<file path="src/rtl/fe_pkg.sv">
package fe_pkg;

    typedef logic [31:0] t_paddr;     // Byte address, word aligned for fetch
    typedef logic [31:0] t_rv_instr;
    typedef logic [3:0]  t_rob_id;    // Wraps at 16

    // Fetch controller states
    typedef enum logic [1:0] {
        FE_IDLE,                      // Out of reset
        FE_REQ_IC,                    // Fetching
        FE_PDG_RSM                    // Stopped, waiting for resume
    } t_fsm_fe;

    // Major opcodes the predictor cares about
    typedef enum logic [6:0] {
        OP_JAL    = 7'b1101111,
        OP_BRANCH = 7'b1100011,
        OP_OTHER  = 7'b0000000        // Anything else
    } t_opcode;

    // One fetched instruction on its way to decode
    typedef struct packed {
        t_rv_instr instr;
        t_paddr    pc;
        t_paddr    pc_nxt;            // Predicted successor
    } t_instr_pkt;

    // ROB ids are compared by distance from the oldest id in flight,
    // so the wrap at 16 does not flip the ordering
    function automatic logic f_robid_a_older_b(
        input t_rob_id a,
        input t_rob_id b,
        input t_rob_id oldest
    );
        t_rob_id age_a;
        t_rob_id age_b;
        age_a = a - oldest;
        age_b = b - oldest;
        return age_a < age_b;
    endfunction

endpackage
</file>
<file path="src/rtl/fe_decode_q.sv">
`timescale 1ns/1ps

// Small registered FIFO between fetch and the decoder
module fe_decode_q
    import fe_pkg::*;
#(
    parameter int QDEPTH = 2
) (
    input  logic       clk,
    input  logic       reset,
    input  logic       flush,

    input  logic       in_valid,
    input  t_instr_pkt in_pkt,
    output logic       in_ready,

    output logic       out_valid,
    output t_instr_pkt out_pkt,
    input  logic       out_ready
);

    localparam int PW = (QDEPTH > 1) ? $clog2(QDEPTH) : 1;
    localparam int CW = $clog2(QDEPTH + 1);

    t_instr_pkt    mem [QDEPTH];
    logic [PW-1:0] wr_ptr;
    logic [PW-1:0] rd_ptr;
    logic [CW-1:0] count;
    logic          push;
    logic          pop;

    function automatic logic [PW-1:0] ptr_inc(input logic [PW-1:0] p);
        return (p == PW'(QDEPTH - 1)) ? '0 : p + 1'b1;
    endfunction

    assign in_ready  = count != CW'(QDEPTH);  // Not full
    assign out_valid = count != '0;
    assign out_pkt   = mem[rd_ptr];

    assign push = in_valid & in_ready;
    assign pop  = out_valid & out_ready;

    always_ff @(posedge clk) begin
        if (reset | flush) begin
            wr_ptr <= '0;
            rd_ptr <= '0;
            count  <= '0;
        end else begin
            if (push) wr_ptr <= ptr_inc(wr_ptr);
            if (pop)  rd_ptr <= ptr_inc(rd_ptr);
            count <= count + CW'(push) - CW'(pop);
        end
    end

    always_ff @(posedge clk) begin
        if (push) mem[wr_ptr] <= in_pkt;
    end

    // Full means the write pointer has caught up with the oldest entry
    a_no_push_full: assert property (
        @(posedge clk) disable iff (reset)
        count <= CW'(QDEPTH) && (count != CW'(QDEPTH) || wr_ptr == rd_ptr)
    ) else $error("decode queue overflow");

    a_no_pop_empty: assert property (
        @(posedge clk) disable iff (reset)
        (count == '0) |-> wr_ptr == rd_ptr
    ) else $error("decode queue underflow");

endmodule

</file>
<file path="config.mk">
export PLATFORM = sky130hd
export DESIGN_NAME = fe_decode_q
export DESIGN_NICKNAME = d
export VERILOG_FILES = /design/src/rtl/fe_pkg.sv /design/src/rtl/fe_decode_q.sv
export SDC_FILE = /design/constraint.sdc
export NUM_CORES = 1
export LEC_CHECK = 0
export BUFFER_PORTS_ARGS = -buffer_cell sky130_fd_sc_hd__buf_4
export CAP_MARGIN = 20
export CORE_UTILIZATION = 40
export CTS_CLUSTER_SIZE = 20
export DETAILED_ROUTE_END_ITERATION = 6
export PLACE_DENSITY = 0.61
export SETUP_SLACK_MARGIN = 0.15
export SYNTH_ARGS = -nofsm -noshare
export SYNTH_HDL_FRONTEND = slang
export SYNTH_SLANG_ARGS = --single-unit
export TNS_END_PERCENT = 20
</file>
<file path="constraint.sdc">
create_clock -name clk -period 5.3 [get_ports clk]
set_input_delay 1.59 -clock clk [delete_from_list [all_inputs] [get_ports clk]]
set_output_delay 1.59 -clock clk [all_outputs]
set_load 0.1 [all_outputs]
</file>
==> metrics.csv <==
metric,value,unit
status,completed,
groute.usage.overall,14.2,%
design_area,9630,um2
final_nets,642,
die_w,138,um
dieArea,19000,um2
wl_met1,5560,um
maxCapViolations,0,
cts_buffer_depth,2,
hpwl,8970,um
coreArea,18000,um2
antenna_left,0,
hold_buffers,0,
gp_congestion,0.719,
syn_nets,431,
cp_data_arrival_time,2.25,ns
clock-root-buffer,clkbuf_16,
clkLatencyLatePin,0.42,ns
max_freq,261,MHz
drive_gt1_share,60.3,%
p_int,2.60,mW
cts_sinks,197,
antenna_found_initial,0,
power,3.63,mW
hold_class,reg -> reg,
dr_wl_met3,1110,um
drt_wl_total,13400,um
htreeDepth,4,
vias,3662,
cts_buffers,17,
power_frac_seq,49.7,%
switchingPower,1.03,mW
crit_chain,buf_12 -> mux2_2 -> buf_4,
drtIter0Drc,157,
synthToLayoutAreaGrowth,30.3,%
crit_slowest_cell,dfxtp_4,
viasPerCell,4.69,
holdWs,0.564,ns
grt_first_pass_wirelength,19800,um
synthCells,329,
highest_layer,met4,
cp_max_fo,56,
io_pins,199,
die_h,138,um
syn_area_per_cell,22.5,um2
synthesis.area,7390,um2
setup_violations,0,
period_needed,3.84,ns
drt_first_pass_iters,4,
slew_viol_final,0,
period_share,72.4,%
finalHoldViolCount,0,
crit_path_start_kind,register,
crit_type,reg -> out,
crit_required,3.71,ns
antenna_cells,0,
worst_pin_slew,0.635,ns
grt_pass1_vias,3769,
clockPowerShare,32.3,%
clkTransAtPathRegs,0.07,ns
synth_cell_type_count,28,
yosysWarnings,0,
post_cts_buffers,0,
vdd_drop_max,0.000216,V
num_rows,49,
cts_resized,0,
switching_share,28.4,%
cts_tree,yes,
slew_headroom,57.7,%
synth-seq-area-share,79.4,%
combinationalPowerShare,18.0,%
wl_per_cell,17.1,um
p_leak,3.63,nW
start_util,41.0,%
overflow,0,
power.density,377,nW/um2
synth_seq_cells,197,
setup_tns,0,ns
placed_cell_area,9090,um2
rsz0062_at_grt,no,
cpPeakStageDelay,0.72,ns
grt_max_degree,57,
drc,0,
port_buffers,198,
end_kind,primary output,
wl_met2,6590,um
fillCellCount,1456,
skew,0.0133,ns
-- cell usage after synthesis --
master / n / share of area, %
buf_12: 4 / 1.1
or2_2: 1 / 0.085
nand3_1: 1 / 0.068
edfxtp_1: 192 / 78
nand2b_1: 1 / 0.085
nor3_1: 2 / 0.14
a32oi_1: 1 / 0.12
dfxtp_1: 5 / 1.4
nand2_1: 1 / 0.051
mux2_2: 56 / 8.5
mux2i_1: 1 / 0.14
xor2_1: 1 / 0.12
buf_8: 1 / 0.20
o21ai_0: 2 / 0.14
nor2_1: 3 / 0.15
a21bo_2: 2 / 0.27
nand3b_1: 1 / 0.10
buf_6: 1 / 0.15
and2_1: 1 / 0.085
inv_1: 1 / 0.051
or3_1: 1 / 0.085
ha_1: 1 / 0.17
nor2b_1: 1 / 0.085
a21boi_0: 1 / 0.10
and3_1: 1 / 0.085
buf_2: 5 / 0.34
a211oi_1: 1 / 0.10
mux2_4: 40 / 8.1
-- layout make-up --
cell class,instances,area (um2),area share [%]
inverters,1,6.26,0.0650
well taps,229,287,2.97
multi-input cells,120,1400,14.5
clock buffers,17,425,4.42
repair buffers,203,1540,16.0
clock inverters,14,111,1.16
flip-flops and latches,197,5870,60.9
-- layout by cell type (no fill, tap or decap), types with 2 or more instances in the layout --
cell,n
mux2_4,40
dfxtp_1,4
clkbuf_16,17
inv_6,2
clkinvlp_4,2
buf_4,202
clkinv_2,4
clkinv_1,3
nor2_1,3
clkinv_4,2
o21ai_0,2
mux2_2,56
edfxtp_1,192
a21bo_2,2
nor3_1,2
-- cells by family after synthesis --
| group | after synthesis | share of synthesized area (%) |
|---|---|---|
| flip-flops | 197 | 79.4 |
| multiplexers | 97 | 16.8 |
| AND/OR/NAND/NOR | 14 | 1.02 |
| buffers and inverters | 12 | 1.83 |
| AO/OA/AOI/OAI | 7 | 0.728 |
| XOR/XNOR | 1 | 0.119 |
| adder cells (fa/ha/maj) | 1 | 0.169 |
-- critical path: cells and delay by family, from the launching register on --
family                 cells  cell delay [ns]
flip-flops                 1             0.72
buffers and inverters      2             0.65
multiplexers               1             0.39
-- metal layers --
layer  up-vias  global-route usage, %
li1       1725                      -
met1      1791                   17.1
met2       137                   23.2
met3         9                   5.30
met4         0                   5.62
met5         -                      0
-- path summary, 6_finish.rpt --
check / from / endpoint / slack, ns / cells past startpoint
hold / removal: rd_ptr$_SDFFE_PP0P_ / rd_ptr$_SDFFE_PP0P_ / 0.56 / 2
setup reg to reg: count[0]$_SDFF_PP0_ / mem[0][39]$_DFFE_PP_ / 3.08 / 4
setup / recovery: register / out_pkt[93] / 1.46 / 3
hold reg to reg: rd_ptr$_SDFFE_PP0P_ / rd_ptr$_SDFFE_PP0P_ / 0.56 / 2
-- through the flow --
stage,cells,utilization (%),worst slack (ns)
2_1_floorplan,329,-,0.968
3_3_place_gp,750,50.5,1.89
3_5_place_dp,750,50.5,1.86
4_1_cts,781,53.4,1.40
5_1_grt,781,53.4,1.34
6_report,781,53.4,1.46
-- power by group through the flow --
stage / Combinational (mW) / Sequential [mW] / Clock (mW)
6_report: 0.653 / 1.80 / 1.17
5_1_grt: 0.677 / 1.81 / 1.26
3_5_place_dp: 0.658 / 1.84 / 0
3_3_place_gp: 0.651 / 1.84 / 0
2_1_floorplan: 0.496 / 1.84 / 0
4_1_cts: 0.660 / 1.80 / 1.21
-- sequential cells by signal, indices dropped and copies added, names as in the netlist, named ones only --
register  flops
count         2
mem         192
rd_ptr        1
wr_ptr        1
Note: power is estimated with default switching activity, not from simulation.
