$ cat src/rtl/fe_pkg.sv
package fe_pkg;

    typedef logic [31:0] t_paddr;     // Byte address, word aligned for fetch
    typedef logic [31:0] t_rv_instr;
    typedef logic [3:0]  t_rob_id;    // Wraps at 16

    // Fetch controller states
    typedef enum logic [1:0] {
        FE_IDLE,                      // Out of reset
        FE_REQ_IC,                    // Fetching
        FE_PDG_RSM                    // Stopped, waiting for resume
    } t_fsm_fe;

    // Major opcodes the predictor cares about
    typedef enum logic [6:0] {
        OP_JAL    = 7'b1101111,
        OP_BRANCH = 7'b1100011,
        OP_OTHER  = 7'b0000000        // Anything else
    } t_opcode;

    // One fetched instruction on its way to decode
    typedef struct packed {
        t_rv_instr instr;
        t_paddr    pc;
        t_paddr    pc_nxt;            // Predicted successor
    } t_instr_pkt;

    // ROB ids are compared by distance from the oldest id in flight,
    // so the wrap at 16 does not flip the ordering
    function automatic logic f_robid_a_older_b(
        input t_rob_id a,
        input t_rob_id b,
        input t_rob_id oldest
    );
        t_rob_id age_a;
        t_rob_id age_b;
        age_a = a - oldest;
        age_b = b - oldest;
        return age_a < age_b;
    endfunction

endpackage
$ cat src/rtl/fe_fetch_if.sv
`timescale 1ns/1ps

// Fetch request and response between controller and fetch buffer
interface fe_fetch_if
    import fe_pkg::*;
();

    logic      req_valid;
    t_paddr    req_addr;     // Address to fetch, answered next cycle

    logic      rsp_valid;
    t_paddr    rsp_pc;       // Echo of the requested address
    t_rv_instr rsp_instr;

    modport ctl (
        output req_valid,
        output req_addr,
        input  rsp_valid,
        input  rsp_pc,
        input  rsp_instr
    );

    modport fbuf (
        input  req_valid,
        input  req_addr,
        output rsp_valid,
        output rsp_pc,
        output rsp_instr
    );

endinterface

$ cat src/rtl/fe_ctl.sv
`timescale 1ns/1ps

module fe_ctl
    import fe_pkg::*;
#(
    parameter t_paddr BOOT_PC = 32'h0
) (
    input  logic       clk,
    input  logic       reset,

    fe_fetch_if.ctl    fetch,

    // Redirect from execute
    input  logic       br_mispred_valid,
    input  t_rob_id    br_mispred_robid,
    input  t_paddr     br_mispred_restore_pc,

    input  logic       nuke,
    input  logic       resume_fetch,
    input  t_rob_id    oldest_robid,

    // To the decode queue
    output logic       valid_fe1,
    output t_instr_pkt instr_fe1,
    input  logic       ready_fe1,
    output logic       flush
);

    t_fsm_fe state;
    t_fsm_fe state_nxt;
    t_paddr  pc;
    t_paddr  pc_nxt;
    t_paddr  pc_seq;         // Successor of the instruction at pc
    t_paddr  pred_pc;
    logic    pred_tkn;
    logic    adv_pc;
    logic    mispred_ql;
    logic    mispred_pdg;
    t_rob_id mispred_robid;  // Id of the pending mispredict

    // Only the oldest mispredict wins
    assign mispred_ql = br_mispred_valid &
                        (~mispred_pdg |
                         f_robid_a_older_b(br_mispred_robid, mispred_robid, oldest_robid));

    always_ff @(posedge clk) begin
        if (reset) begin
            mispred_pdg <= 1'b0;
        end else begin
            mispred_pdg <= ~nuke & (mispred_pdg | mispred_ql);
        end
    end

    always_ff @(posedge clk) begin
        if (mispred_ql) begin
            mispred_robid <= br_mispred_robid;
        end
    end

    assign flush = mispred_ql | nuke;

    always_comb begin
        state_nxt = state;
        case (state)
            FE_IDLE:    state_nxt = flush ? FE_PDG_RSM : FE_REQ_IC;
            FE_REQ_IC:  if (flush) state_nxt = FE_PDG_RSM;
            FE_PDG_RSM: begin
                // A fresh redirect keeps us parked
                if (resume_fetch & ~flush) state_nxt = FE_REQ_IC;
            end
            default:    state_nxt = FE_IDLE;
        endcase
        if (reset) state_nxt = FE_IDLE;
    end

    always_ff @(posedge clk) begin
        state <= state_nxt;
    end

    bpu u_bpu (
        .instr    (fetch.rsp_instr),
        .pc       (pc),
        .pred_tkn (pred_tkn),
        .pred_pc  (pred_pc)
    );

    assign adv_pc = valid_fe1 & ready_fe1;
    assign pc_seq = pred_tkn ? pred_pc : pc + 32'd4;

    always_comb begin
        if (reset)           pc_nxt = BOOT_PC;
        else if (mispred_ql) pc_nxt = br_mispred_restore_pc;
        else if (adv_pc)     pc_nxt = pc_seq;
        else                 pc_nxt = pc;  // Stalled, refetch same address
    end

    always_ff @(posedge clk) begin
        pc <= pc_nxt;
    end

    // Ask for next cycle's pc now so the response lines up with it
    assign fetch.req_valid = state_nxt == FE_REQ_IC;
    assign fetch.req_addr  = pc_nxt;

    // Stale responses fail the pc compare
    assign valid_fe1 = (state == FE_REQ_IC) & fetch.rsp_valid & (fetch.rsp_pc == pc);

    assign instr_fe1.instr  = fetch.rsp_instr;
    assign instr_fe1.pc     = fetch.rsp_pc;
    assign instr_fe1.pc_nxt = pc_seq;

    // Parked cycles stay silent only if the buffer answers real requests
    a_no_fetch_while_parked: assert property (
        @(posedge clk) disable iff (reset)
        fetch.rsp_valid |-> $past(fetch.req_valid) && fetch.rsp_pc == $past(fetch.req_addr)
    ) else $error("fetch response without a matching request");

endmodule

$ cat src/rtl/bpu.sv
`timescale 1ns/1ps

// Static predictor, looks only at the instruction being fetched
module bpu
    import fe_pkg::*;
(
    input  t_rv_instr instr,
    input  t_paddr    pc,
    output logic      pred_tkn,
    output t_paddr    pred_pc
);

    t_opcode opcode;
    t_paddr  imm_j;
    t_paddr  imm_b;

    always_comb begin
        case (instr[6:0])
            OP_JAL:    opcode = OP_JAL;
            OP_BRANCH: opcode = OP_BRANCH;
            default:   opcode = OP_OTHER;
        endcase
    end

    // J-type immediate
    assign imm_j = {{12{instr[31]}}, instr[19:12], instr[20], instr[30:21], 1'b0};

    // B-type immediate
    assign imm_b = {{20{instr[31]}}, instr[7], instr[30:25], instr[11:8], 1'b0};

    always_comb begin
        pred_tkn = 1'b0;
        pred_pc  = pc + 32'd4;
        case (opcode)
            OP_JAL: begin
                pred_tkn = 1'b1;              // Unconditional
                pred_pc  = pc + imm_j;
            end
            OP_BRANCH: begin
                // Backward taken, forward not taken
                pred_tkn = imm_b[31];
                if (imm_b[31]) begin
                    pred_pc = pc + imm_b;
                end
            end
            default: begin
                pred_tkn = 1'b0;
            end
        endcase
    end

endmodule

$ cat src/flat_wrapper.sv
// flat-port wrapper written by rule: the top's interface ports become plain ports
module fe_ctl_flat import fe_pkg::*;
#(
    parameter t_paddr BOOT_PC = 32'h0
)
  (clk, reset, br_mispred_valid, br_mispred_robid, br_mispred_restore_pc, nuke, resume_fetch, oldest_robid, valid_fe1, instr_fe1, ready_fe1, flush, fetch_req_valid, fetch_req_addr, fetch_rsp_valid, fetch_rsp_pc, fetch_rsp_instr);
  fe_fetch_if fetch_i ();
  input  logic clk;
  input  logic reset;
  input  logic br_mispred_valid;
  input  t_rob_id br_mispred_robid;
  input  t_paddr br_mispred_restore_pc;
  input  logic nuke;
  input  logic resume_fetch;
  input  t_rob_id oldest_robid;
  output logic valid_fe1;
  output t_instr_pkt instr_fe1;
  input  logic ready_fe1;
  output logic flush;
  output wire logic [$bits(fetch_i.req_valid)-1:0] fetch_req_valid;
  output wire logic [$bits(fetch_i.req_addr)-1:0] fetch_req_addr;
  input wire logic [$bits(fetch_i.rsp_valid)-1:0] fetch_rsp_valid;
  input wire logic [$bits(fetch_i.rsp_pc)-1:0] fetch_rsp_pc;
  input wire logic [$bits(fetch_i.rsp_instr)-1:0] fetch_rsp_instr;
  assign fetch_req_valid = fetch_i.req_valid;
  assign fetch_req_addr = fetch_i.req_addr;
  assign fetch_i.rsp_valid = fetch_rsp_valid;
  assign fetch_i.rsp_pc = fetch_rsp_pc;
  assign fetch_i.rsp_instr = fetch_rsp_instr;
  fe_ctl #(.BOOT_PC(BOOT_PC)) u_core (.clk(clk), .reset(reset), .fetch(fetch_i), .br_mispred_valid(br_mispred_valid), .br_mispred_robid(br_mispred_robid), .br_mispred_restore_pc(br_mispred_restore_pc), .nuke(nuke), .resume_fetch(resume_fetch), .oldest_robid(oldest_robid), .valid_fe1(valid_fe1), .instr_fe1(instr_fe1), .ready_fe1(ready_fe1), .flush(flush));
endmodule
$ cat config.mk
export PLATFORM = sky130hd
export DESIGN_NAME = fe_ctl_flat
export DESIGN_NICKNAME = d
export VERILOG_FILES = /design/src/rtl/fe_pkg.sv /design/src/rtl/fe_fetch_if.sv /design/src/rtl/fe_ctl.sv /design/src/rtl/bpu.sv /design/src/flat_wrapper.sv
export SDC_FILE = /design/constraint.sdc
export NUM_CORES = 1
export LEC_CHECK = 0
export ABC_AREA = 1
export BUFFER_PORTS_ARGS = -buffer_cell sky130_fd_sc_hd__clkbuf_2
export CAP_MARGIN = 20
export CELL_PAD_IN_SITES_DETAIL_PLACEMENT = 1
export CELL_PAD_IN_SITES_GLOBAL_PLACEMENT = 1
export CORE_UTILIZATION = 36
export DETAILED_ROUTE_END_ITERATION = 6
export GPL_ROUTABILITY_DRIVEN = 0
export HOLD_SLACK_MARGIN = 0.02
export PLACE_DENSITY_LB_ADDON = 0.1
export SKIP_CTS_REPAIR_TIMING = 1
export SYNTH_ARGS = -nofsm -noshare
export SYNTH_HDL_FRONTEND = slang
export SYNTH_HIERARCHICAL = 1
export SYNTH_SLANG_ARGS = --single-unit
$ cat constraint.sdc
create_clock -name clk -period 3.85 [get_ports clk]
set_clock_uncertainty 0.05 [all_clocks]
set_input_delay 0.77 -clock clk [delete_from_list [all_inputs] [get_ports clk]]
set_output_delay 0.77 -clock clk [all_outputs]
set_load 0.01 [all_outputs]
==> results of run 1 <==
## worst min path at each step
stage,startpoint,slack (ns),endpoint,cells after the start
after floorplan,u_core/state[0],0.41,u_core/state[0],1
after global placement,u_core/mispred_pdg,0.43,u_core/mispred_pdg,2
after detailed placement,u_core/mispred_pdg,0.43,u_core/mispred_pdg,2
after CTS,u_core/mispred_pdg,0.45,u_core/mispred_pdg,2
after global routing,u_core/state[0],0.53,u_core/state[0],1
final,u_core/mispred_pdg,0.48,u_core/mispred_pdg,2
## state kept, by name, indices dropped and copies added (netlist names)
signal	cells
u_core/pc	32
u_core/mispred_robid	4
u_core/state	2
u_core/mispred_pdg	1
## through the flow
step	setup WS (ns)	area [µm²]	power [W]	TNS, ns	utilization
2_1_floorplan	0.1799	9888	0.001528	0	-
3_3_place_gp	-0.3809	12760	0.002384	-6.385	0.4734
3_5_place_dp	-0.4231	12760	0.002441	-8.993	0.4734
4_1_cts	-0.4391	12900	0.002897	-9.710	0.4786
5_1_grt	-0.3042	15740	0.003837	-7.167	0.5840
6_report	-0.2223	15740	0.003680	-3.483	0.5840
## critical path, cell delays in order, from the launching register on
cell	delay (ns)
dfxtp_1	0.61
ha_4	0.29
buf_8	0.15
nand2_4	0.12
nor2_4	0.07
buf_4	0.14
a21oi_2	0.19
nand2_4	0.12
or2_2	0.30
nand3_1	0.11
nand3_2	0.08
or2_4	0.26
nand2_2	0.09
nand3_1	0.09
nand2_1	0.09
a21oi_1	0.07
buf_2	0.16
## kinds of logic (layout without fill, tap and decap cells)
group | count (synthesis) | after routing | synth area share
buf+inv | 402 | 872 | 0.1854
flops | 39 | 39 | 0.08301
compound gates | 209 | 209 | 0.1158
fa+ha+maj | 58 | 58 | 0.07643
simple gates | 1180 | 1181 | 0.5111
xor+xnor | 32 | 32 | 0.02834
## per-layer routing
layer	GRT usage	vias up	part of all wire
met2	0.5875	904	0.47
met5	0	-	0
met4	0.1217	0	0.068
met1	0.4307	7603	0.38
met3	0.04065	248	0.083
li1	-	6951	-
## cells in the mapped netlist (all sizes together), types with 18 or more instances
master	n
a21oi	88
buf	77
clkbuf	24
dfxtp	35
ha	54
inv	300
nand2	675
nand3	216
nand4	26
nor2	221
nor3	19
o21ai	88
xnor2	18
## power groups by stage
stage / logic [W] / clock network [W] / registers, W
after floorplan: 0.000999 / 0 / 0.000529
after global placement: 0.00187 / 0 / 0.000514
after detailed placement: 0.00193 / 0 / 0.000514
after CTS: 0.00194 / 0.000453 / 0.000505
after global routing: 0.00283 / 0.000476 / 0.000529
final: 0.00270 / 0.000454 / 0.000530
## cell type report
type | instances | share of cell area
clock inverters | 2 | 0.0008744
flip-flops and latches | 39 | 0.05286
multi-input cells | 1480 | 0.5855
repair buffers | 563 | 0.2527
clock buffers | 6 | 0.008188
inverters | 301 | 0.07273
well taps | 341 | 0.02711
==> results.sh, run 1 <==
export IMPL_routedWlPerCell_um=22.98
export IMPL_ys_seq_elements=39
export IMPL_syn_mean_instance_area_um2=5.150
export IMPL_clk_pin_slew_ns=0.08
export IMPL_rows=60
export IMPL_combPwrFrac=0.733
export IMPL_grt_pass1_vias=13920
export IMPL_initial_utilization=0.3669
export IMPL_clkPwrFrac=0.123
export IMPL_synthesis_area_um2=9888
export IMPL_r2r_start="u_core/pc[10]"
export IMPL_final_cells=2732
export IMPL_startpoint="u_core/pc[10]"
export IMPL_fin_crit_sh=1.058
export IMPL_placedCellCount=2654
export IMPL_yosys_area_top_type="nand2_1"
export IMPL_ff_latch_area_um2=832.0
export IMPL_antenna_left=0
export IMPL_startpoint_type="register"
export IMPL_yosys_top_cells_area="nand2_1 (25%), inv_1 (11%), nand3_1 (11%)"
export IMPL_dr_pass1_iters=5
export IMPL_reg2reg_depth=18
export IMPL_violations="setup timing"
export IMPL_grtUsageTotal=0.3394
export IMPL_die_area_um2=28130
export IMPL_ys_warn_count=6
export IMPL_fin_crit_ns=4.072
export IMPL_seq_power_share=0.144
export IMPL_report_final_slew_viol_count=0
export IMPL_r2r_end="u_core/pc[11]"
export IMPL_power_density_nw_per_um2=233.8
export IMPL_synth_seq_area_share=0.08301
export IMPL_vias=15710
export IMPL_endpoint="fetch_req_addr[14]"
export IMPL_worstPathMaxFanout=8
export IMPL_fill_cells=3780
export IMPL_dpl_hpwl_mm=41.80
export IMPL_p_sw_w=0.001885
export IMPL_worst_skew_pair_late_latency_ns=0.31
export IMPL_synth_top_area_frac=0.2521
export IMPL_rrSetupSlack_ns=0.65
export IMPL_cts_sinks=39
export IMPL_drc=0
export IMPL_synth_flop_cell="dfxtp_1"
export IMPL_cts_path_max_buffers=2
export IMPL_antennaDiodeCount=0
export IMPL_ioPinCount=242
export IMPL_multi_input_area_um2=9216
export IMPL_drt_wl_total_mm=62.79
export IMPL_ys_async_sr_fraction=0
export IMPL_p_int_w=0.001796
export IMPL_layout_drive_gt1_share=0.4387
export IMPL_path_class="reg -> out"
export IMPL_grt_max_degree=52
export IMPL_status="finished with violations"
export IMPL_grt_pass1_wl_mm=74.35
export IMPL_synth_edf_count=4
export IMPL_fin_ws_ns=-0.2223
export IMPL_crit_arrival_ns=3.25
export IMPL_drtIter0Drc=1429
export IMPL_syn_num_nets=2089
export IMPL_required_ns=3.03
export IMPL_die_y_um=167.7
export IMPL_numPortBuffers=241
export IMPL_cts_made_buffers=5
export IMPL_antenna_found_initial=0
export IMPL_die_width_um=167.7
export IMPL_cts_root_buf="clkbuf_16"
export IMPL_leakagePower_nw=8.284
export IMPL_yosysUniqueCellTypes=51
export IMPL_grt_ovfl_total=0
export IMPL_cap_violations=0
export IMPL_netlist_instances=1920
export IMPL_ir_drop_mv=0.1738
export IMPL_fin_hold_ws_ns=0.4795
export IMPL_rsz0062_at_grt="yes"
export IMPL_slew_headroom=0.6920
export IMPL_htreeDepth=2
export IMPL_final_common_cell="nand2_1"
export IMPL_finalHoldViolCount=0
export IMPL_finalSetupViolations=38
export IMPL_clock_fmax_mhz=245.6
export IMPL_area_growth_pct=59.18
export IMPL_cts_tree="yes"
export IMPL_hold_path_class="reg -> reg"
export IMPL_vias_per_cell=5.749
export IMPL_core_region_area_um2=26950
export IMPL_endpoint_kind="output port"
export IMPL_nets=2559
export IMPL_layout_common_cells="nand2_1 (540), buf_4 (283), inv_1 (252), clkbuf_2 (209), nand3_1 (157)"
export IMPL_tightest_slew_ns=0.4614
export IMPL_swShare=0.5121
(Power assumes the default switching activity.)
==> inputs of run 2 (changes only) <==
--- a/config.mk
+++ b/config.mk
@@ -5,12 +5,12 @@
 export SDC_FILE = /design/constraint.sdc
 export NUM_CORES = 1
 export LEC_CHECK = 0
-export ABC_AREA = 1
 export BUFFER_PORTS_ARGS = -buffer_cell sky130_fd_sc_hd__clkbuf_2
 export CAP_MARGIN = 20
 export CELL_PAD_IN_SITES_DETAIL_PLACEMENT = 1
 export CELL_PAD_IN_SITES_GLOBAL_PLACEMENT = 1
-export CORE_UTILIZATION = 36
+export CORE_MARGIN = 2
+export CORE_UTILIZATION = 38
 export DETAILED_ROUTE_END_ITERATION = 6
 export GPL_ROUTABILITY_DRIVEN = 0
 export HOLD_SLACK_MARGIN = 0.02
==> run 2 against run 1 <==
The flow still finishes with violations (setup timing). Die area shrank 22%. Sequential share of layout area grew 1.0 points. Final cell count shrank 33%. Sequential cell count is the same. Sequential power shrank 5.7%. Utilization grew 5.8 points. Register-to-register slack lost 0.51 ns. Synthesized cell count shrank 43%. Largest power group unchanged. Routed wire length shrank 20%. Non-clock buffer count grew 1. Power shrank 19%. First-iteration DRC count shrank 29%.
==> results.sh, run 2 <==
export IMPL_final_common_cell="buf_4"
export IMPL_cp_slowest_stage_delay_ns=0.59
export IMPL_yosys_area_share_simple=0.2529
export IMPL_grtUsageMet3=0.03025
export IMPL_largestRegisters="u_core/pc x32, u_core/mispred_robid x4, u_core/state x2"
export IMPL_crit_arrival_ns=4.04
export IMPL_grt_ovfl_total=0
export IMPL_yosys_top_cells_area="dfxtp_1 (8.9%), ha_1 (8.6%), buf_4 (6.7%)"
export IMPL_grt_pass1_wl_mm=56.32
export IMPL_htreeDepth=2
export IMPL_ys_warn_count=6
export IMPL_cts_sinks=39
export IMPL_final_cells=1818
export IMPL_ioPinCount=242
export IMPL_antenna_found_initial=0
export IMPL_syn_num_nets=1266
export IMPL_nets=1715
export IMPL_dpl_hpwl_mm=30.48
export IMPL_grtUsageTotal=0.3240
export IMPL_die_area_um2=21870
export IMPL_clock_fmax_mhz=205.9
export IMPL_cts_tree="yes"
export IMPL_syn_mean_instance_area_um2=7.171
export IMPL_ys_seq_elements=39
export IMPL_max_flop_register="u_core/pc"
export IMPL_synth_compound_area_share=0.2683
export IMPL_grt_max_degree=25
export IMPL_placedCellCount=1769
export IMPL_routedWlPerCell_um=27.49
export IMPL_finalHoldViolCount=0
export IMPL_dp_slack_ns=-0.8761
export IMPL_largest_register_ffs=32
export IMPL_yosysUniqueCellTypes=85
export IMPL_drt_wl_total_mm=49.98
export IMPL_cts_root_buf="clkbuf_16"
export IMPL_synth_flop_cell="dfxtp_1"
export IMPL_use_met2=0.5849
export IMPL_die_y_um=147.9
export IMPL_worst_skew_pair_late_latency_ns=0.31
export IMPL_synth_top_family_by_area="compound AO/OA/AOI/OAI gates"
export IMPL_slowest_stage="a2111oi_1"
export IMPL_hold_path_class="reg -> reg"
export IMPL_required_ns=3.03
export IMPL_postLayoutCoreUtil=0.6418
export IMPL_yosys_area_top_type="dfxtp_1"
export IMPL_violations="setup timing"
export IMPL_numPortBuffers=241
export IMPL_netlist_instances=1097
export IMPL_cp_top_family="compound AO/OA/AOI/OAI gates"
export IMPL_synth_seq_area_share=0.1043
export IMPL_tightest_slew_ns=0.6947
export IMPL_vias_per_cell=6.465
export IMPL_clk_pin_slew_ns=0.08
export IMPL_top_usage_layer="met2"
export IMPL_die_width_um=147.9
export IMPL_vias=11750
export IMPL_slew_headroom=0.5326
export IMPL_status="finished with violations"
export IMPL_cap_violations=0
export IMPL_path_class="in -> out"
export IMPL_finalSetupViolations=59
export IMPL_synth_most_common_cell="nand2_1"
export IMPL_use_met1=0.3907
export IMPL_ir_drop_mv=0.1683
export IMPL_synthXorXnorAreaFrac=0.1102
export IMPL_fin_crit_ns=4.858
export IMPL_cp_num_buf_inv=2
export IMPL_drc=0
export IMPL_worstPathMaxFanout=3
export IMPL_muxShareOfSynthArea=0.04947
export IMPL_cts_path_max_buffers=2
export IMPL_power_density_nw_per_um2=230.0
export IMPL_rows=52
export IMPL_layout_drive_gt1_share=0.5249
export IMPL_ff_latch_area_um2=824.5
export IMPL_fin_crit_sh=1.262
export IMPL_core_region_area_um2=20300
export IMPL_synthTopCellsByCount="nand2_1 (112), o21ai_0 (79), nor2_1 (71), buf_4 (70)"
export IMPL_leakagePower_nw=5.768
export IMPL_drtIter0Drc=1009
export IMPL_report_final_slew_viol_count=0
export IMPL_antenna_left=0
export IMPL_layout_common_cells="buf_4 (285), clkbuf_2 (193), nand2_1 (99), nor2_1 (66), xor2_1 (52)"
export IMPL_crit_top_cell="o21ai_2"
export IMPL_synthAdderAreaFrac=0.09607
export IMPL_dr_pass1_iters=5
export IMPL_synth_top_area_frac=0.08907
export IMPL_grt_pass1_vias=10520
export IMPL_cts_made_buffers=5
export IMPL_rsz0062_at_grt="yes"
export IMPL_synth_edf_count=4
export IMPL_area_growth_pct=65.63
export IMPL_synthesis_area_um2=7866
export IMPL_fill_cells=2450
export IMPL_startpoint_type="input pin"
export IMPL_ys_async_sr_fraction=0
export IMPL_multi_input_area_um2=7420
export IMPL_path_cells="buf_6 -> ha_4 -> fa_2 -> a211oi_4 -> o21ai_4 -> a21oi_2 -> o21ai_2 -> a2111oi_1 -> nor3_1 -> xnor2_1 -> o21ai_1 -> nor2_1 -> a31oi_2 -> mux2i_1 -> o21ai_2 -> buf_2"
export IMPL_initial_utilization=0.3875
export IMPL_fin_ws_ns=-1.008
export IMPL_endpoint_kind="output port"
-- run 2: changes by cell type in the layout (fill, tap and decap cells not counted), moves of 43 or more --
| cell | delta |
|---|---|
| nor2_2 | -43 |
| nand2_1 | -441 |
| nand3_1 | -112 |
| nor2_1 | -83 |
| nand3_2 | -50 |
| nand2_2 | -95 |
| inv_1 | -223 |
-- run 2: logic make-up after synthesis --
logic type,count (synthesis)
and+or+nand+nor,388
AOI/OAI and AO/OA,317
buffers and inverters,158
xor gates and xnor gates,99
adders and majority gates,58
DFF,39
muxes,38
-- run 2: worst register-to-register path, cell delays in order, from the launching register on --
cell and delay (ns):
dfxtp_1 0.41, ha_4 0.33, nand4_1 0.18, buf_4 0.20
nor3_4 0.25, nand3_4 0.14, a31oi_4 0.30, buf_6 0.14
buf_6 0.09, nor2_4 0.05, o211ai_1 0.18, o31ai_1 0.12
a221o_1 0.35, nor2_1 0.16, a31oi_2 0.07, mux2i_1 0.22
o21ai_2 0.10, buf_4 0.14, buf_4 0.13
-- run 2: cell type report --
type	instances	area share
inverter	36	0.01133
clock inverter	3	0.001537
clock buffer	5	0.009603
sequential	39	0.06329
multi-input combinational	900	0.5695
timing repair buffer	564	0.3186
antenna	1	0.0001921
tap	270	0.02593
-- run 2: layer usage --
metal | wire [µm] | vias to the layer above
met1 | 17190 | 5732
met4 | 4606 | 0
li1 | - | 4874
met2 | 24530 | 843
met5 | 0 | -
met3 | 3663 | 304
-- run 2: final timing paths --
| check | from | end | slack [ns] | cells after the start |
|---|---|---|---|---|
| worst max register to register | u_core/pc[17] | u_core/pc[23] | 0.14 | 18 |
| worst max-delay path | fetch_rsp_instr[21] | fetch_req_addr[17] | -1.01 | 16 |
| worst min register to register | u_core/state[0] | u_core/state[1] | 0.46 | 1 |
| worst min-delay path | u_core/state[0] | u_core/state[1] | 0.46 | 1 |
-- run 2: per-stage QoR --
stage	instance area [µm²]	TNS, ns	power [W]	hold slack, ns
2_1_floorplan	8182	-1.800	0.001312	0.3744
3_3_place_gp	11160	-24.11	0.001964	0.4138
3_5_place_dp	11160	-28.23	0.002018	0.4185
4_1_cts	11300	-29.08	0.002465	0.4380
5_1_grt	13030	-34.50	0.003088	0.4949
6_report	13030	-30.23	0.002996	0.4564
-- run 2: where the power goes --
group / switching [W] / internal, W / total (W)
clock: 0.000227 / 0.000241 / 0.000467
combinational: 0.00110 / 0.000927 / 0.00203
sequential: 0.0000582 / 0.000442 / 0.000500
total: 0.00139 / 0.00161 / 0.00300
